==> src/vend_settings.svh <==
`ifndef VEND_SETTINGS_SVH
`define VEND_SETTINGS_SVH

// coin values
`define VEND_COIN_SMALL 5
`define VEND_COIN_MID 10
`define VEND_COIN_LARGE 50

// drink prices, index 3 is the most expensive
`define VEND_PRICE_3 60
`define VEND_PRICE_2 30
`define VEND_PRICE_1 25
`define VEND_PRICE_0 20

// credit ceiling
`define VEND_CREDIT_MAX 99

// value of one returned coin
`define VEND_CHANGE_STEP 5

// consecutive high samples before a press counts
`define VEND_DEBOUNCE_DEPTH 8

// one returned coin per second at 100 MHz
`define VEND_RETURN_DIV 100000000

// digit scan rate of about 1 kHz
`define VEND_SCAN_DIV 100000

`endif

==> src/vend_pkg.sv <==
`default_nettype none

package vend_pkg;

    // coin and cancel buttons
    typedef struct packed {
        logic coin_small;
        logic coin_mid;
        logic coin_large;
        logic cancel;
    } coin_btn_t;

    // one button per drink index
    typedef struct packed {
        logic drink_3;
        logic drink_2;
        logic drink_1;
        logic drink_0;
    } drink_btn_t;

    typedef logic [7:0] credit_t;

    // bit i set when drink i is affordable
    typedef logic [3:0] drink_mask_t;

    typedef struct packed {
        logic       valid;
        logic [1:0] drink;
    } vend_t;

    // active-low digit enables and segments, dp last
    typedef struct packed {
        logic [3:0] an;
        logic [7:0] seg;
    } seg_out_t;

    typedef enum logic {
        ST_INSERT,
        ST_RETURN
    } vend_state_e;

endpackage

`default_nettype wire

==> src/button_conditioner.sv <==
`timescale 1ns/1ps
`default_nettype none

`include "vend_settings.svh"

module button_conditioner #(
    parameter type btn_t = logic [3:0]
) (
    input  wire       clk,
    input  wire       rst,
    input  wire btn_t raw,
    output btn_t      evt
);

    localparam int WIDTH = $bits(btn_t);
    localparam int DEPTH = `VEND_DEBOUNCE_DEPTH;

    logic [WIDTH-1:0] raw_bits;
    logic [WIDTH-1:0] pressed;
    logic [WIDTH-1:0] pressed_d;
    logic [WIDTH-1:0] evt_bits;

    assign raw_bits = raw;

    // one sample history per button
    for (genvar i = 0; i < WIDTH; i++) begin : g_bit
        logic [DEPTH-1:0] history;

        always_ff @(posedge clk) begin
            if (rst) begin
                history <= '0;
            end else begin
                history <= {history[DEPTH-2:0], raw_bits[i]};
            end
        end

        // stable high over the whole window
        assign pressed[i] = &history;
    end

    // rising edge of the debounced level
    always_ff @(posedge clk) begin
        if (rst) begin
            pressed_d <= '0;
            evt_bits  <= '0;
        end else begin
            pressed_d <= pressed;
            evt_bits  <= pressed & ~pressed_d;
        end
    end

    assign evt = btn_t'(evt_bits);

endmodule

`default_nettype wire

==> src/tick_timer.sv <==
`timescale 1ns/1ps
`default_nettype none

module tick_timer #(
    parameter int DIV = 100000
) (
    input  wire  clk,
    input  wire  rst,
    output logic tick
);

    localparam int W = (DIV > 1) ? $clog2(DIV) : 1;
    localparam logic [W-1:0] LAST = W'(DIV - 1);

    logic [W-1:0] count;

    // wraps after DIV-1
    always_ff @(posedge clk) begin
        if (rst) begin
            count <= '0;
        end else if (count == LAST) begin
            count <= '0;
        end else begin
            count <= count + 1'b1;
        end
    end

    assign tick = (count == LAST);

endmodule

`default_nettype wire

==> src/vend_fsm.sv <==
`timescale 1ns/1ps
`default_nettype none

`include "vend_settings.svh"

module vend_fsm
    import vend_pkg::*;
(
    input  wire             clk,
    input  wire             rst,
    input  wire coin_btn_t  coin_evt,
    input  wire drink_btn_t drink_evt,
    input  wire             return_tick,
    output credit_t         credit,
    output drink_mask_t     affordable,
    output vend_t           vend,
    output logic            dispense_coin
);

    localparam credit_t STEP = credit_t'(`VEND_CHANGE_STEP);

    vend_state_e state;
    vend_state_e state_next;
    credit_t     credit_next;
    vend_t       vend_next;
    logic        coin_next;
    logic [3:0]  drink_req;
    logic        buy_any;
    logic [1:0]  buy_idx;

    function automatic credit_t price_of(input logic [1:0] idx);
        case (idx)
            2'd3:    price_of = credit_t'(`VEND_PRICE_3);
            2'd2:    price_of = credit_t'(`VEND_PRICE_2);
            2'd1:    price_of = credit_t'(`VEND_PRICE_1);
            default: price_of = credit_t'(`VEND_PRICE_0);
        endcase
    endfunction

    // add with saturation at the credit ceiling
    function automatic credit_t add_coin(input credit_t base, input credit_t value);
        logic [8:0] sum;
        sum = {1'b0, base} + {1'b0, value};
        if (sum > 9'(`VEND_CREDIT_MAX)) begin
            add_coin = credit_t'(`VEND_CREDIT_MAX);
        end else begin
            add_coin = sum[7:0];
        end
    endfunction

    always_comb begin
        for (int i = 0; i < 4; i++) begin
            affordable[i] = (credit >= price_of(2'(i)));
        end
    end

    assign drink_req = {drink_evt.drink_3, drink_evt.drink_2,
                        drink_evt.drink_1, drink_evt.drink_0};

    // highest affordable index wins
    always_comb begin
        buy_any = 1'b0;
        buy_idx = 2'd0;
        for (int i = 0; i < 4; i++) begin
            if (drink_req[i] && affordable[i]) begin
                buy_any = 1'b1;
                buy_idx = 2'(i);
            end
        end
    end

    always_comb begin
        state_next  = state;
        credit_next = credit;
        vend_next   = '0;
        coin_next   = 1'b0;
        case (state)
            ST_INSERT: begin
                if (coin_evt.coin_small) begin
                    credit_next = add_coin(credit, credit_t'(`VEND_COIN_SMALL));
                end else if (coin_evt.coin_mid) begin
                    credit_next = add_coin(credit, credit_t'(`VEND_COIN_MID));
                end else if (coin_evt.coin_large) begin
                    credit_next = add_coin(credit, credit_t'(`VEND_COIN_LARGE));
                end else if (buy_any) begin
                    credit_next     = credit - price_of(buy_idx);
                    vend_next.valid = 1'b1;
                    vend_next.drink = buy_idx;
                    state_next      = ST_RETURN;
                end else if (coin_evt.cancel && credit != '0) begin
                    state_next = ST_RETURN;
                end
            end
            ST_RETURN: begin
                // buttons are ignored while change is paid
                if (credit == '0) begin
                    state_next = ST_INSERT;
                end else if (return_tick) begin
                    coin_next = 1'b1;
                    if (credit <= STEP) begin
                        credit_next = '0;
                        state_next  = ST_INSERT;
                    end else begin
                        credit_next = credit - STEP;
                    end
                end
            end
            default: state_next = ST_INSERT;
        endcase
    end

    always_ff @(posedge clk) begin
        if (rst) begin
            state         <= ST_INSERT;
            credit        <= '0;
            vend          <= '0;
            dispense_coin <= 1'b0;
        end else begin
            state         <= state_next;
            credit        <= credit_next;
            vend          <= vend_next;
            dispense_coin <= coin_next;
        end
    end

endmodule

`default_nettype wire

==> src/credit_display.sv <==
`timescale 1ns/1ps
`default_nettype none

module credit_display
    import vend_pkg::*;
(
    input  wire          clk,
    input  wire          rst,
    input  wire credit_t credit,
    input  wire          scan_tick,
    output seg_out_t     display
);

    // 0 selects ones, 1 selects tens
    logic       sel;
    logic [3:0] tens;
    logic [7:0] ones;
    logic [7:0] digit;

    // common-anode pattern, segments a to g then dp
    function automatic logic [7:0] seg_pattern(input logic [7:0] value);
        case (value)
            8'd0:    seg_pattern = 8'b00000011;
            8'd1:    seg_pattern = 8'b10011111;
            8'd2:    seg_pattern = 8'b00100101;
            8'd3:    seg_pattern = 8'b00001101;
            8'd4:    seg_pattern = 8'b10011001;
            8'd5:    seg_pattern = 8'b01001001;
            8'd6:    seg_pattern = 8'b01000001;
            8'd7:    seg_pattern = 8'b00011111;
            8'd8:    seg_pattern = 8'b00000001;
            8'd9:    seg_pattern = 8'b00001001;
            // error pattern
            default: seg_pattern = 8'b01100000;
        endcase
    endfunction

    always_ff @(posedge clk) begin
        if (rst) begin
            sel <= 1'b0;
        end else if (scan_tick) begin
            sel <= ~sel;
        end
    end

    // tens by comparison, capped at 9
    always_comb begin
        tens = 4'd0;
        for (int t = 1; t <= 9; t++) begin
            if (credit >= credit_t'(t * 10)) begin
                tens = 4'(t);
            end
        end
    end

    // out of range credit leaves ones above 9
    assign ones = credit - 8'(tens * 10);

    assign digit = sel ? {4'b0000, tens} : ones;

    assign display.an  = sel ? 4'b1101 : 4'b1110;
    assign display.seg = seg_pattern(digit);

endmodule

`default_nettype wire

==> src/vend_top.sv <==
`timescale 1ns/1ps
`default_nettype none

`include "vend_settings.svh"

module vend_top
    import vend_pkg::*;
#(
    parameter int RETURN_DIV = `VEND_RETURN_DIV,
    parameter int SCAN_DIV   = `VEND_SCAN_DIV
) (
    input  wire             clk,
    input  wire             rst,
    input  wire coin_btn_t  coin_raw,
    input  wire drink_btn_t drink_raw,
    output drink_mask_t     affordable,
    output vend_t           vend,
    output logic            dispense_coin,
    output seg_out_t        display
);

    coin_btn_t  coin_evt;
    drink_btn_t drink_evt;
    logic       return_tick;
    logic       scan_tick;
    credit_t    credit;

    button_conditioner #(.btn_t(coin_btn_t)) u_coin_cond (
        .clk (clk),
        .rst (rst),
        .raw (coin_raw),
        .evt (coin_evt)
    );

    button_conditioner #(.btn_t(drink_btn_t)) u_drink_cond (
        .clk (clk),
        .rst (rst),
        .raw (drink_raw),
        .evt (drink_evt)
    );

    // pace of the change return
    tick_timer #(.DIV(RETURN_DIV)) u_return_timer (
        .clk  (clk),
        .rst  (rst),
        .tick (return_tick)
    );

    // digit multiplex rate
    tick_timer #(.DIV(SCAN_DIV)) u_scan_timer (
        .clk  (clk),
        .rst  (rst),
        .tick (scan_tick)
    );

    vend_fsm u_fsm (
        .clk           (clk),
        .rst           (rst),
        .coin_evt      (coin_evt),
        .drink_evt     (drink_evt),
        .return_tick   (return_tick),
        .credit        (credit),
        .affordable    (affordable),
        .vend          (vend),
        .dispense_coin (dispense_coin)
    );

    credit_display u_display (
        .clk       (clk),
        .rst       (rst),
        .credit    (credit),
        .scan_tick (scan_tick),
        .display   (display)
    );

endmodule

`default_nettype wire

==> config.mk <==
export PLATFORM = sky130hd
export DESIGN_NAME = vend_top
export DESIGN_NICKNAME = d
export VERILOG_FILES = /design/src/vend_pkg.sv /design/src/button_conditioner.sv /design/src/tick_timer.sv /design/src/vend_fsm.sv /design/src/credit_display.sv /design/src/vend_top.sv
export VERILOG_INCLUDE_DIRS = /design/src /design/src/src
export SDC_FILE = /design/constraint.sdc
export NUM_CORES = 1
export LEC_CHECK = 0
export ABC_AREA = 1
export BUFFER_PORTS_ARGS = -buffer_cell sky130_fd_sc_hd__buf_2
export CAP_MARGIN = 25
export CORE_ASPECT_RATIO = 1.5
export CORE_MARGIN = 8
export CORE_UTILIZATION = 33
export CTS_BUF_LIST = sky130_fd_sc_hd__clkbuf_2
export CTS_CLUSTER_DIAMETER = 50
export DETAILED_ROUTE_END_ITERATION = 10
export GPL_ROUTABILITY_DRIVEN = 1
export MAX_ROUTING_LAYER = met4
export PLACE_DENSITY = 0.57
export SETUP_SLACK_MARGIN = 0.1
export SLEW_MARGIN = 20
export SYNTH_ARGS = -nofsm -noshare
export SYNTH_HDL_FRONTEND = slang
export SYNTH_SLANG_ARGS = --single-unit
==> constraint.sdc <==
create_clock -name clk -period 4.5 [get_ports clk]
set_clock_uncertainty 0.15 [all_clocks]
set_input_delay 0.225 -clock clk [delete_from_list [all_inputs] [get_ports clk]]
set_output_delay 0.225 -clock clk [all_outputs]
set_load 0.02 [all_outputs]
**After elaboration in Yosys (flattened, before gate mapping)**

Memories as Yosys holds them, arrays and structs flattened.
Cells that the tools add are included.

- Memory bits (read-only): 128
- Bits in latches: 0
- Bits in registers: 138
- Bits in writable memories: 0
- Memories: 1
- Logic and storage cells: 128

- Multipliers: 1
- Add/subtract/negate cells: 8
- $lt $le $gt $ge: 14
- Bitwise gates (word level): 7
- Divide/modulo/power cells: 0
- Reduce and logical (&&, ||, !) cells: 22
- Equality and inequality tests: 8
- Shift-type cells: 0
- Mux-type cells: 47

Memory list:

| name | depth | width | read ports | clocked after memory_dff | wr ports | line | RTL |
|---|---|---|---|---|---|---|---|
| (name not given) | 16 | 8 | 1 | 0 | 0 | credit_display.sv:22 | `case (value)` |

Operators with widths:

| kind | number |
|---|---|
| 8-bit 2-to-1 mux | 17 |
| 8-bit AND reduction | 8 |
| 27-bit by 1-bit adder with 27-bit output (second input constant) | 1 |
| 27-bit equality test (second input constant) | 1 |
| 9-bit by 7-bit greater-than comparator with 1-bit output (second input constant) | 3 |
| 8-bit by 5-bit >= comparator with 1-bit output (second input constant) | 3 |
| 8-bit by 6-bit >= comparator with 1-bit output (second input constant) | 3 |
| 8-bit by 7-bit >= comparator with 1-bit output (second input constant) | 3 |
| 6-bit one-hot mux with 3 select lines | 1 |
| 17-bit by 1-bit adder with 17-bit output (second input constant) | 1 |
| 17-bit equality test (second input constant) | 1 |
| 8-bit one-hot mux with 2 select lines | 1 |
| 8-bit subtractor | 2 |
| 1-bit 2-to-1 mux | 15 |
| 3-bit 2-to-1 mux | 5 |
| 2-bit 2-to-1 mux | 5 |
| 8-bit by 3-bit adder with 9-bit output (second input constant) | 1 |
| 8-bit by 4-bit adder with 9-bit output (second input constant) | 1 |
| 8-bit by 6-bit adder with 9-bit output (second input constant) | 1 |
| 4-bit bitwise AND | 2 |
| 8-bit by 4-bit >= comparator with 1-bit output (second input constant) | 1 |
| 8-bit by 3-bit less-or-equal comparator with 1-bit output (second input constant) | 1 |
| 8-bit zero test | 1 |
| 4-bit 2-to-1 mux | 2 |
| 17 further kinds | 27 |

**Longest topological paths before layout**

Gate-level depths: netlist (run 1).

- Depth in word-level cells: 18
- Depth in mapped cells: 32

**By module**

A second synthesis (run 1) with hierarchy kept.

- Cell total of the unflattened synthesis: 1126
- Area, all modules: 7811.2 um^2

Modules (own cells, without submodules):

| module | times used | sequential area each (um^2) | cells an instance | area each (um^2) |
|---|---|---|---|---|
| button_conditioner | 2 | 800.8 | 139 | 1202.4 |
| vend_fsm | 1 | 260.2 | 327 | 2030.7 |
| tick_timer at u_return_timer | 1 | 540.5 | 224 | 1458.9 |
| credit_display | 1 | 20.0 | 157 | 968.4 |
| tick_timer at u_scan_timer | 1 | 340.3 | 140 | 948.4 |

**Least setup slack after synthesis (run 1)**

No wires, ideal clock.

- Path kind: register to output
- Start point: register u_fsm.credit[2]
- End point: output port display[6] (netlist bit)
- Arrival: 3.868 ns
- Stages on the path, launching flop included: 25
- Path slack: 0.257 ns
- Path buffers: 1
- Data required time: 4.125 ns
- Cells stage by stage: dfxtp_1 buf_4 inv_1 ha_1 nand3_1 nor3_1 nor3_1 nand2_1 nand2_1 nand2_1 nand2_1 nand2_1 ha_1 ha_1 inv_1 fa_1 ha_1 nand2_1 or2_2 nand4_1 nand2_1 nor2_1 a21oi_1 a21oi_2 o21ai_0

RTL lines:

| element | line | RTL |
|---|---|---|
| start: declaration | vend_fsm.sv:14 | `output credit_t credit,` |
| start signal: assignment | vend_fsm.sv:120 | `credit <= credit_next;` |
| end: declaration | vend_top.sv:19 | `output seg_out_t display` |

==> summary.txt, run 1 <==
STA
  • RSZ-0062 raised after global routing: true
  • Final period util: 107%
  • TNS Setup: -2.12 ns
  • Final worst slack: -0.302 ns
  • Max-slew violations: 0
  • FMAX: roughly 0.21 GHz
  • Worst relative slew slack: about two fifths
  • Crit path time final: a little under 5 ns
  • Final hold viol count: 0
  • Worst-Margin Slew: 0.899 ns
  • Worst hold margin: ~0.25 ns
  • Final setup violation count: 10

Worst setup path
  • Worst EP arrival: ~4.4 ns
  • Critical-path cell with the highest stage delay: fa_2
  • Slowest cell delay on critical path: roughly 0.44 ns
  • Worst setup startpoint: u_fsm.credit[2]$_SDFFE_PP0P_
  • Crit path top cell by count: nand2_1
  • Cell family with the largest share of critical-path delay: simple AND/OR/NAND/NOR gates
  • CP Class: reg -> out
  • Worst r2r src: u_fsm.credit[1]$_SDFFE_PP0P_
  • CP endpoint kind: output port
  • Buf+Inv Stages, Crit Path: 6
  • Worst setup SP type: flip-flop
  • Reg2reg path depth: 38
  • FF-to-FF End: u_fsm.credit[6]$_SDFFE_PP0P_
  • R2r setup slk: -0.07 ns
  • Worst-path maximum fanout: 6
  • Crit path to: display[1]
  • CP required: 4.12 ns
  • CP Depth: 30

Pwr
  • Worst vdd ir: between 0.1 and 0.15 mV
  • Power density over cell area: around 230 nW/um^2
  • Leakage: roughly 3.8 nW

Logic synthesis
  • Register bit count reported by yosys: between 100 and 150
  • Post-synth EDFFs: 0
  • Share of the yosys chip area belonging to registers: 38.4%
  • Post-synth ARST share: 0%
  • Mapped Area: slightly above 7000 sq um
  • Top-area cell type share of the netlist area: between 30 and 40%
  • Largest cells by area after synthesis: dfxtp_1 38%, nand2_1 8.6%, nor2_1 8.5%, inv_1 8.4%, ha_1 5.4%
  • Leading area contributor after synthesis: dfxtp_1
  • Mean post-synth cell area: 7.11 sq um
  • Top_reg_cell synth: dfxtp_1
  • Synth warnings: 0
  • Cell variety after synth: between 40 and 50
  • Gate Count Post-Synth: a little over 1000

Global route
  • Vias in the first global route: approximately 6400
  • Largest net degree at the start of global routing: 73
  • Total GRT Usage: between 10 and 15%
  • Initial antenna violation count: 1
  • Overflow left after global routing: 0
  • First-pass GRT wire length: roughly 30000 um

Detailed routing
  • Drt drc: 0
  • Routed vias/inst: between 4 and 5
  • First-pass DRT Iterations: 5
  • Detail Route Antenna Nets: 0
  • Per-cell routed wire length: roughly 13 um
  • Iter 0 DRT Violations: between 300 and 400
  • Final wirelength: around 18000 um
  • Vias: 6525

Die
  • Io pins: 30
  • Die area: between 20000 and 30000 sq um
  • Die Width: ~140 um
  • Die height: roughly 200 um
  • Rows: between 60 and 70
  • Core area: 21600 sq um
  • Starting Density: 33.4%

CTS
  • CTS H-tree lvls: 4
  • CTS Buffer Depth: 2
  • Clk root buf: clkbuf_2
  • CTS clk-pin slew, worst paths: around 0.20 ns
  • Clk Latency, worst-skew pair: 0.72 ns
  • CTS buffer count: 17
  • CTS tree: yes
  • Clock sink count: between 100 and 150

Final layout
  • Nets: 1143
  • Syn-to-layout area delta: 21.8%
  • Final non-filler cell total: 1384
  • Fin util: 40.6%
  • Layout cell share with drive strength beyond 1: between 20 and 25%

Status
  • Outcome: complete, but fails checks
  • Violated checks: setup timing

Placed design
  • Routability Congestion: about 0.9
  • Dpl ws: between 0.1 and 0.15 ns
  • Placed cell count: between 1000 and 1500
  • I/O Buffers: 27
  • HPWL Detailed: 13200 um

Min path
  • HP Class: reg -> reg

Flow run
  • Max-cap check violation count: 0
## through the flow
stage / power, mW / instance area (sq um)
finish: 2.00 / 8760
floorplan: 1.30 / 7200
global route: 2.10 / 8760
CTS: 2.04 / 8470
detailed placement: 1.32 / 7620
global placement: 1.32 / 7620
## flip-flops by register name, summed over array words and instances (netlist names)
name,flops
u_return_timer.count,27
u_scan_timer.count,17
u_fsm.dispense_coin,1
u_fsm.vend,3
u_coin_cond.g_bit.history,32
u_fsm.credit,8
u_coin_cond.pressed_d,4
u_display.sel,1
u_fsm.state,1
u_drink_cond.pressed_d,4
u_drink_cond.evt,4
u_coin_cond.evt,4
u_drink_cond.g_bit.history,32
## cell usage in the layout (no fill, tap or decap), types with 20 or more instances in the layout
master / count
ha_1: 22
buf_2: 21
buf_4: 38
inv_1: 153
nand3_1: 55
nand4_1: 22
nor3_1: 25
nand2_1: 150
a21oi_1: 40
dfxtp_1: 130
clkbuf_2: 20
nor2_1: 151
## routing by layer
layer	track usage, %	wire length (um)	vias up
met5	-	0	-
met4	8.25	739	0
met3	2.68	659	49
met2	24.4	9210	139
met1	14.5	7370	2971
li1	-	-	3366
## cells by family after synthesis
| kind of cell | Yosys count | synth area share [%] |
|---|---|---|
| adders and majority gates | 34 | 6.23 |
| xor gates and xnor gates | 25 | 3.04 |
| AOI/OAI and AO/OA | 103 | 7.90 |
| and+or+nand+nor | 512 | 32.8 |
| DFF | 138 | 38.4 |
| buffers and inverters | 199 | 11.6 |
| other | 1 | 0.0521 |
## cells in the mapped netlist (4+ instances only)
| master | instances |
|---|---|
| a21oi_1 | 49 |
| a31oi_1 | 4 |
| buf_1 | 4 |
| buf_4 | 4 |
| buf_6 | 7 |
| clkbuf_1 | 9 |
| dfxtp_1 | 138 |
| ha_1 | 31 |
| inv_1 | 161 |
| inv_2 | 8 |
| nand2_1 | 164 |
| nand2_2 | 13 |
| nand3_1 | 64 |
| nand3_2 | 4 |
| nand4_1 | 22 |
| nor2_1 | 163 |
| nor2_2 | 8 |
| nor2_4 | 8 |
| nor3_1 | 27 |
| nor3b_1 | 7 |
| nor4_1 | 12 |
| o21ai_0 | 25 |
| o21ai_1 | 12 |
| or2_2 | 7 |
| xnor2_1 | 6 |
| xor2_1 | 19 |
## worst reg2reg max path, delay by kind of cell (launching register included)
kind	cells	cell delay [ns]
AND/OR/NAND/NOR	15	1.10
AO/OA/AOI/OAI	1	0.12
flip-flops	1	0.43
adder cells (fa/ha/maj)	3	0.66
buffers and inverters	19	2.04
## area by class of cell
type / count / area [sq um]
antenna: 1 / 2.50
multi-input combinational: 676 / 3980
fill: 2263 / 12800
tap: 272 / 340
sequential: 138 / 2790
clock inverter: 11 / 123
clock buffer: 20 / 100
inverter: 172 / 667
timing repair buffer: 94 / 761
## worst min path at each step
stage,startpoint,end,depth (start not counted)
3_3_place_gp,u_coin_cond.pressed_d[3]$_SDFF_PP0_,u_coin_cond.evt[3]$_SDFF_PP0_,1
6_report,u_coin_cond.g_bit[2].history[3]$_SDFF_PP0_,u_coin_cond.g_bit[2].history[4]$_SDFF_PP0_,2
4_1_cts,u_coin_cond.g_bit[2].history[3]$_SDFF_PP0_,u_coin_cond.g_bit[2].history[4]$_SDFF_PP0_,2
5_1_grt,u_drink_cond.pressed_d[1]$_SDFF_PP0_,u_drink_cond.evt[1]$_SDFF_PP0_,1
3_5_place_dp,u_coin_cond.pressed_d[0]$_SDFF_PP0_,u_coin_cond.evt[0]$_SDFF_PP0_,1
2_1_floorplan,coin_raw[0],u_coin_cond.g_bit[0].history[0]$_SDFF_PP0_,2
## what timing repair did
item / 4_1_cts / 5_1_grt
hold endpoints to repair: 75 / 0
hold buffers: 19 / 0
setup buffers: 28 / 4
gates resized for setup: 66 / 68
pin swaps: 24 / 23
setup endpoints to repair: 8 / 16
## report_power, final
part | switching, mW | internal (mW)
Clock | 0.443 | 0.258
Combinational | 0.0331 | 0.0226
Sequential | 0.00665 | 1.24
Note: power is estimated with default switching activity, not from simulation.
==> run 2: changes to the inputs <==
PLACE_DENSITY = 0.59   (was 0.57)
SYNTH_HIERARCHICAL = 1   (was default)
clock period = 4.3 ns   (was 4.5 ns; I/O delays follow)
==> run 2 against run 1 <==
Effect of this change:
- the flow still finishes with violations (setup timing)
- final cell count up 12%
- largest power group unchanged
- combinational power up 18%
- synthesized cell count up 11%
- routed wire length up 2.5%
- via count up 6.7%
- highest routed layer unchanged
- sequential power up 5%
- clock-buffer cell count down 2
- register-to-register slack better by 0.75 ns
- total power up 7.2%
==> summary.txt, run 2 <==
Status
  • Outcome: complete, but fails checks (unchanged)
  • Violated checks: setup timing (unchanged)

Logic synthesis
  • Top-area cell type share of the netlist area: 35.4% (was 38.4%)
  • Gate Count Post-Synth: 1126 (was 1012)
  • Register bit count reported by yosys: 138 (unchanged)
  • Post-synth top cells: 258 x nand2_1, 214 x nor2_1, 160 x inv_1, 138 x dfxtp_1, 69 x nand3_1 (was 164 x nand2_1, 163 x nor2_1, 161 x inv_1, 138 x dfxtp_1, 64 x nand3_1)
  • Most common cell in the synthesized netlist: nand2_1 (unchanged)
  • Synth warnings: 6 (was 0)
  • Post-synth EDFFs: 0 (unchanged)
  • Post-synth ARST share: 0% (unchanged)
  • Top_reg_cell synth: dfxtp_1 (unchanged)
  • Mapped Area: 7810 sq um (was 7190 sq um)
  • Leading area contributor after synthesis: dfxtp_1 (unchanged)
  • Mean post-synth cell area: 6.94 sq um (was 7.11 sq um)
  • Share of the yosys chip area belonging to registers: 35.4% (was 38.4%)
  • Cell variety after synth: 50 (was 48)
  • Largest cells by area after synthesis: dfxtp_1 35%, nand2_1 12%, nor2_1 10%, inv_1 7.7%, ha_1 5.0% (was dfxtp_1 38%, nand2_1 8.6%, nor2_1 8.5%, inv_1 8.4%, ha_1 5.4%)

STA
  • Max-slew violations: 0 (unchanged)
  • Final worst slack: -0.139 ns (was -0.302 ns)
  • Final period util: 103%
  • Final hold viol count: 0 (unchanged)
  • Worst relative slew slack: 64.2% (was 39.9%)
  • TNS Setup: -0.726 ns (was -2.12 ns)
  • RSZ-0062 raised after global routing: true (unchanged)
  • Crit path time final: 4.44 ns
  • Final setup violation count: 8 (was 10)
  • Worst hold margin: 0.247 ns (was 0.248 ns)
  • FMAX: about 0.23 GHz
  • Worst-Margin Slew: 0.536 ns (was 0.899 ns)

Die
  • Rows: 69 (was 66)
  • Die area: 29000 sq um (was 26900 sq um)
  • Die Width: 142 um (was 137 um)
  • Core area: 23500 sq um (was 21600 sq um)
  • Starting Density: 33.3% (was 33.4%)
  • Io pins: 30 (unchanged)
  • Die height: 204 um (was 197 um)

Worst setup path
  • Worst setup startpoint: u_fsm/credit[7]$_SDFFE_PP0P_ (was u_fsm.credit[2]$_SDFFE_PP0P_)
  • CP endpoint kind: output port (unchanged)
  • Worst-path maximum fanout: 5 (was 6)
  • R2r setup slk: 0.68 ns (was -0.07 ns)
  • Crit path to: display[5] (was display[1])
  • FF-to-FF End: u_fsm/credit[6]$_SDFFE_PP0P_ (was u_fsm.credit[6]$_SDFFE_PP0P_)
  • CP Class: reg -> out (unchanged)
  • CP required: 3.93 ns (was 4.12 ns)
  • Worst EP arrival: 4.07 ns (was 4.43 ns)
  • Worst setup SP type: flip-flop (unchanged)
  • Worst r2r src: u_fsm/credit[1]$_SDFFE_PP0P_ (was u_fsm.credit[1]$_SDFFE_PP0P_)
  • Reg2reg path depth: 25 (was 38)

Placed design
  • Routability Congestion: 0.996 (was 0.903)
  • I/O Buffers: 27 (unchanged)
  • HPWL Detailed: 13600 um (was 13200 um)

Min path
  • Hold Crit Start: u_drink_cond/pressed_d[3]$_SDFF_PP0_ (was u_coin_cond.g_bit[2].history[3]$_SDFF_PP0_)
  • HP Class: reg -> reg (unchanged)

Pwr
  • Internal: 1.56 mW (was 1.52 mW)
  • Comb pwr share: 3.1% (was 2.8%)
  • Clk pwr share: 36.1% (was 35.1%)
  • Worst vdd ir: 0.141 mV (was 0.145 mV)
  • Power density over cell area: 233 nW/um^2 (was 228 nW/um^2)
  • Switch Pwr: 0.581 mW (was 0.483 mW)
  • Part of the power in registers: 60.8% (was 62.1%)
  • Switching part of the total: 27.1% (was 24.2%)
  • Leakage: 4.06 nW (was 3.78 nW)

Flow run
  • Max-cap check violation count: 0 (unchanged)

Global route
  • Vias in the first global route: 6741 (was 6357)
  • Total GRT Usage: 13.7% (was 14.1%)
  • Busiest metal layer after global routing: met2 (unchanged)
  • GR Util met3: 2.27% (was 2.68%)
  • First-pass GRT wire length: 31000 um (was 29800 um)
  • Initial antenna violation count: 1 (unchanged)
  • GR Layer Usage met1: 13.8% (was 14.5%)
  • Largest net degree at the start of global routing: 51 (was 73)
  • Global-route met2 utilization: 24.3% (was 24.4%)
  • Overflow left after global routing: 0 (unchanged)

Final layout
  • Commonest non-fill, non-tap cell in the layout: nand2_1 (was inv_1)
  • Multi-input logic area: 4360 sq um (was 3980 sq um)
  • Fillcell total: 2485 (was 2263)
  • Nets: 1257 (was 1143)
  • Sequential cell area: 2790 sq um (about the same)
  • Most frequent cells in the layout: 249 x nand2_1, 210 x nor2_1, 155 x inv_1 (was 153 x inv_1, 151 x nor2_1, 150 x nand2_1)
  • Layout cell share with drive strength beyond 1: 19.2% (was 21.5%)
  • Biggest regs: u_coin_cond/g_bit.history x32, u_drink_cond/g_bit.history x32, u_return_timer/count x27 (was u_coin_cond.g_bit.history x32, u_drink_cond.g_bit.history x32, u_return_timer.count x27)
  • Syn-to-layout area delta: 17.7% (was 21.8%)

CTS
  • CTS buffer count: 17 (unchanged)
  • CTS H-tree lvls: 4 (unchanged)
  • CTS Buffer Depth: 2 (unchanged)
  • Clk Latency, worst-skew pair: 0.72 ns (about the same)
  • Clk root buf: clkbuf_2 (unchanged)
  • CTS clk-pin slew, worst paths: 0.24 ns (was 0.20 ns)
  • CTS tree: yes (unchanged)
  • Clock sink count: 138 (unchanged)

Detailed routing
  • Iter 0 DRT Violations: 313 (was 309)
  • Per-cell routed wire length: 11.9 um (was 13.0 um)
  • Vias: 6960 (was 6525)
  • Detail Route Antenna Nets: 0 (unchanged)
  • Final wirelength: 18400 um (was 18000 um)
  • First-pass DRT Iterations: 5 (unchanged)
  • Drt drc: 0 (unchanged)
  • Routed vias/inst: 4.50 (was 4.71)
-- run 2: worst min-delay path by stage --
| stage | to | slack, ns | cells past startpoint |
|---|---|---|---|
| 3_3_place_gp | u_coin_cond/evt[3]$_SDFF_PP0_ | 0.22 | 1 |
| 6_report | u_drink_cond/evt[3]$_SDFF_PP0_ | 0.25 | 1 |
| 4_1_cts | u_drink_cond/g_bit[1].history[1]$_SDFF_PP0_ | 0.22 | 3 |
| 5_1_grt | u_drink_cond/g_bit[1].history[6]$_SDFF_PP0_ | 0.26 | 3 |
| 3_5_place_dp | u_drink_cond/evt[3]$_SDFF_PP0_ | 0.22 | 1 |
| 2_1_floorplan | u_fsm/credit[7]$_SDFFE_PP0P_ | 0.13 | 1 |
-- run 2: layout make-up --
type,instances,area share (%)
Multi-Input combinational cell,791,47.4
Sequential cell,138,30.3
Timing Repair Buffer,89,8.00
Inverter,176,7.35
Tap cell,319,4.34
Clock inverter,14,1.59
Clock buffer,18,0.980
Antenna cell,1,0.0272
-- run 2: cell families (layout without fill, tap and decap cells) --
family / after synthesis / count (layout) / share of synthesized area, %
other: 1 / 3 / 0.0480
and+or+nand+nor: 651 / 651 / 37.9
adders and majority gates: 34 / 34 / 5.73
DFF: 138 / 138 / 35.4
xor gates and xnor gates: 31 / 31 / 3.48
buffers and inverters: 198 / 297 / 11.4
AOI/OAI and AO/OA: 73 / 73 / 6.01
-- run 2: per-stage QoR --
stage	area, sq um	std cells	power, mW	setup slack, ns	utilization [%]
floorplan	7820	1127	1.38	0.395	-
global placement	8220	1462	1.38	0.285	35.0
detailed placement	8220	1462	1.38	0.271	35.0
CTS	9090	1538	2.19	-0.146	38.7
global route	9190	1546	2.26	-0.402	39.1
finish	9190	1546	2.14	-0.139	39.1
-- run 2: what timing repair did --
item                                    in CTS  in global routing
buffers inserted                            20                  7
endpoints found under the setup margin       8                  8
resized for setup                           71                 12
endpoints found under the hold margin       63                  0
hold buffers                                24                  0
pin swaps                                   25                 17
-- run 2: power groups by stage --
stage | clock network (mW) | registers (mW) | logic (mW)
floorplan | 0 | 1.33 | 0.0455
global placement | 0 | 1.33 | 0.0505
detailed placement | 0 | 1.33 | 0.0506
CTS | 0.823 | 1.30 | 0.0671
global route | 0.878 | 1.31 | 0.0761
finish | 0.774 | 1.30 | 0.0659
-- run 2: layer usage --
layer | wire length [um] | up-vias | part of all wire, %
li1 | - | 3635 | -
met1 | 7320 | 3124 | 40
met5 | 0 | - | 0
met3 | 616 | 47 | 3.3
met4 | 816 | 0 | 4.4
met2 | 9660 | 154 | 52
-- run 2: critical path, cell delays in order (launching register included) --
cell	delay [ns]
dfxtp_4	0.46
nor2_4	0.05
buf_4	0.13
nand3_4	0.06
inv_2	0.04
o21ai_2	0.05
nand2_1	0.07
nand2_2	0.11
inv_4	0.05
ha_4	0.26
ha_4	0.13
inv_2	0.03
fa_2	0.32
xor2_1	0.17
ha_1	0.33
nand2_2	0.10
inv_2	0.03
nand4_1	0.05
o211ai_1	0.10
or2_1	0.25
nand3_2	0.09
nand3_4	0.10
a21oi_4	0.15
nand2_1	0.08
buf_6	0.13
==> run 3: changes to the inputs <==
CORE_MARGIN = 4   (was 8)
==> run 3 against run 2 <==
Effect of this change:
- the run still ends with setup timing left
- worst setup slack worse by 0.022 ns
- final cell count down 1.2%
- non-clock buffer count down 15
- combinational power down 12%
- global-route usage up 0.71 points
- clock power down 0.5%
- die area down 9.3%
- hold slack worse by 0.15 ns
==> summary.txt, run 3 (same netlist as run 2, synthesis figures left out) <==
Status
  • Outcome: complete, but fails checks (unchanged)
  • Violated checks: setup timing (unchanged)

CTS
  • CTS buffer count: 17 (unchanged)
  • Clk root buf: clkbuf_2 (unchanged)
  • Clk Latency, worst-skew pair: 0.70 ns (was 0.72 ns)
  • Clock sink count: 138 (unchanged)
  • CTS H-tree lvls: 4 (unchanged)
  • CTS tree: yes (unchanged)
  • CTS Buffer Depth: 2 (unchanged)
  • CTS clk-pin slew, worst paths: 0.26 ns (was 0.24 ns)

Detailed routing
  • First-pass DRT Iterations: 5 (unchanged)
  • Routed vias/inst: 4.48 (was 4.50)
  • Detail Route Antenna Nets: 0 (unchanged)
  • Iter 0 DRT Violations: 321 (was 313)
  • Drt drc: 0 (unchanged)
  • Vias: 6837 (was 6960)
  • Final wirelength: 17800 um (was 18400 um)
  • Per-cell routed wire length: 11.6 um (was 11.9 um)

Min path
  • Hold Path Cell Cnt: 4 (was 1)
  • HP Class: in -> reg (was reg -> reg)
  • Worst Hold End: u_coin_cond/g_bit[3].history[0]$_SDFF_PP0_ (was u_drink_cond/evt[3]$_SDFF_PP0_)
  • Hold Crit Start: coin_raw[3] (was u_drink_cond/pressed_d[3]$_SDFF_PP0_)

STA
  • FMAX: 0.224 GHz (was 0.225 GHz)
  • Final setup violation count: 8 (unchanged)
  • Final hold viol count: 0 (unchanged)
  • Final worst slack: -0.161 ns (was -0.139 ns)
  • Worst-Margin Slew: 0.587 ns (was 0.536 ns)
  • Final period util: 104% (was 103%)
  • Crit path time final: 4.46 ns (was 4.44 ns)
  • Max-slew violations: 0 (unchanged)
  • Worst hold margin: 0.101 ns (was 0.247 ns)
  • Worst relative slew slack: 60.9% (was 64.2%)
  • RSZ-0062 raised after global routing: true (unchanged)

Worst setup path
  • Reg2reg path depth: 25 (unchanged)
  • R2r setup slk: 0.62 ns (was 0.68 ns)
  • CP endpoint kind: output port (unchanged)
  • Buf+Inv Stages, Crit Path: 6 (unchanged)
  • CP required: 3.93 ns (about the same)
  • Cell family with the largest share of critical-path delay: adder cells (unchanged)
  • CP Class: reg -> out (unchanged)
  • Worst setup SP type: flip-flop (unchanged)
  • Critical-path cell with the highest stage delay: dfxtp_4 (unchanged)
  • Worst-path maximum fanout: 5 (unchanged)
  • Slowest cell delay on critical path: 0.44 ns (was 0.46 ns)
  • Cell Chain, Critical Path: buf_6 > nor2_4 > nand2_2 > nand2_4 > inv_2 > nand2_2 > inv_2 > ha_4 > ha_4 > inv_2 > fa_2 > xor2_1 > ha_1 > nand2_2 > inv_2 > nand4_1 > o211ai_1 > or2_1 > nand3_2 > nand3_4 > a21oi_4 > nand2_2 > buf_6 (was nor2_4 > buf_4 > nand3_4 > inv_2 > o21ai_2 > nand2_1 > nand2_2 > inv_4 > ha_4 > ha_4 > inv_2 > fa_2 > xor2_1 > ha_1 > nand2_2 > inv_2 > nand4_1 > o211ai_1 > or2_1 > nand3_2 > nand3_4 > a21oi_4 > nand2_1 > buf_6)
  • Worst r2r src: u_fsm/credit[1]$_SDFFE_PP0P_ (unchanged)
  • FF-to-FF End: u_fsm/credit[6]$_SDFFE_PP0P_ (unchanged)
  • Worst EP arrival: 4.10 ns (was 4.07 ns)

Final layout
  • Layout cell share with drive strength beyond 1: 18.8% (was 19.2%)
  • Most frequent cells in the layout: 250 x nand2_1, 210 x nor2_1, 156 x inv_1 (was 249 x nand2_1, 210 x nor2_1, 155 x inv_1)
  • Biggest regs: u_coin_cond/g_bit.history x32, u_drink_cond/g_bit.history x32, u_return_timer/count x27 (unchanged)
  • Final non-filler cell total: 1527 (was 1546)
  • Syn-to-layout area delta: 15.0% (was 17.7%)
  • Commonest non-fill, non-tap cell in the layout: nand2_1 (unchanged)
  • Nets: 1242 (was 1257)
  • Fin util: 38.8% (was 39.1%)

Pwr
  • Leakage: 3.96 nW (was 4.06 nW)
  • Worst vdd ir: 0.186 mV (was 0.141 mV)
  • Power density over cell area: 237 nW/um^2 (was 233 nW/um^2)
  • Total power: 2.13 mW (was 2.14 mW)

Die
  • Die Width: 134 um (was 142 um)
  • Io pins: 30 (unchanged)
  • Rows: 68 (was 69)
  • Core area: 23100 sq um (was 23500 sq um)
  • Starting Density: 33.8% (was 33.3%)
  • Die height: 196 um (was 204 um)
  • Die area: 26200 sq um (was 29000 sq um)

Global route
  • Overflow left after global routing: 0 (unchanged)
  • First-pass GRT wire length: 29900 um (was 31000 um)
  • Largest net degree at the start of global routing: 35 (was 51)
  • Total GRT Usage: 14.4% (was 13.7%)
  • Initial antenna violation count: 1 (unchanged)
  • Vias in the first global route: 6547 (was 6741)

Placed design
  • Dpl ws: 0.278 ns (was 0.271 ns)
  • I/O Buffers: 27 (unchanged)
  • HPWL Detailed: 13400 um (was 13600 um)
  • Placed cell count: 1459 (was 1462)
  • Routability Congestion: 0.903 (was 0.996)

Flow run
  • Max-cap check violation count: 0 (unchanged)
## run 3: metal layers
metal  GRT usage (%)  share of wire [%]
met1            15.2                 42
met2            25.7                 51
met3            2.15                2.4
met4            7.78                4.5
met5               -                  0
## run 3: repair_timing
action	in CTS	in global routing
pin swaps	23	21
setup buffers	13	9
hold buffers	13	0
endpoints found under the setup margin	8	8
hold endpoints to repair	41	0
gates resized for setup	52	15
## run 3: worst reg2reg max path, delay by kind of cell (launching register included)
kind / cells / cell delay, ns
and+or+nand+nor: 14 / 1.32
buffers and inverters: 5 / 0.60
DFF: 1 / 0.41
AOI/OAI and AO/OA: 3 / 0.37
adders and majority gates: 3 / 0.75
## run 3: worst max path at each step
| stage | start | endpoint | cells past startpoint |
|---|---|---|---|
| 2_1_floorplan | u_fsm/credit[6]$_SDFFE_PP0P_ | display[7] | 20 |
| 3_3_place_gp | u_fsm/credit[3]$_SDFFE_PP0P_ | display[6] | 24 |
| 3_5_place_dp | u_fsm/credit[2]$_SDFFE_PP0P_ | display[6] | 19 |
| 4_1_cts | u_fsm/credit[7]$_SDFFE_PP0P_ | display[6] | 25 |
| 5_1_grt | u_fsm/credit[7]$_SDFFE_PP0P_ | display[5] | 23 |
| 6_report | u_fsm/credit[7]$_SDFFE_PP0P_ | display[5] | 23 |
## run 3: power by group
| part | internal [mW] | switching (mW) | total [mW] |
|---|---|---|---|
| sequential | 1.30 | 0.00905 | 1.30 |
| combinational | 0.0229 | 0.0353 | 0.0582 |
| clock | 0.234 | 0.536 | 0.770 |
## run 3: final cells by class
type | count | area, sq um
clock buffers | 17 | 85.1
fillers | 2537 | 14200
inverters | 176 | 666
diodes | 1 | 2.50
well taps | 315 | 394
repair buffers | 74 | 563
flip-flops and latches | 138 | 2780
clock inverters | 15 | 155
multi-input cells | 791 | 4340
## run 3: per-stage QoR
stage	instance area [sq um]	setup TNS, ns
detailed placement	8210	0
finish	8980	-0.831
global route	8980	-3.16
floorplan	7820	0
CTS	8860	-1.20
global placement	8210	0
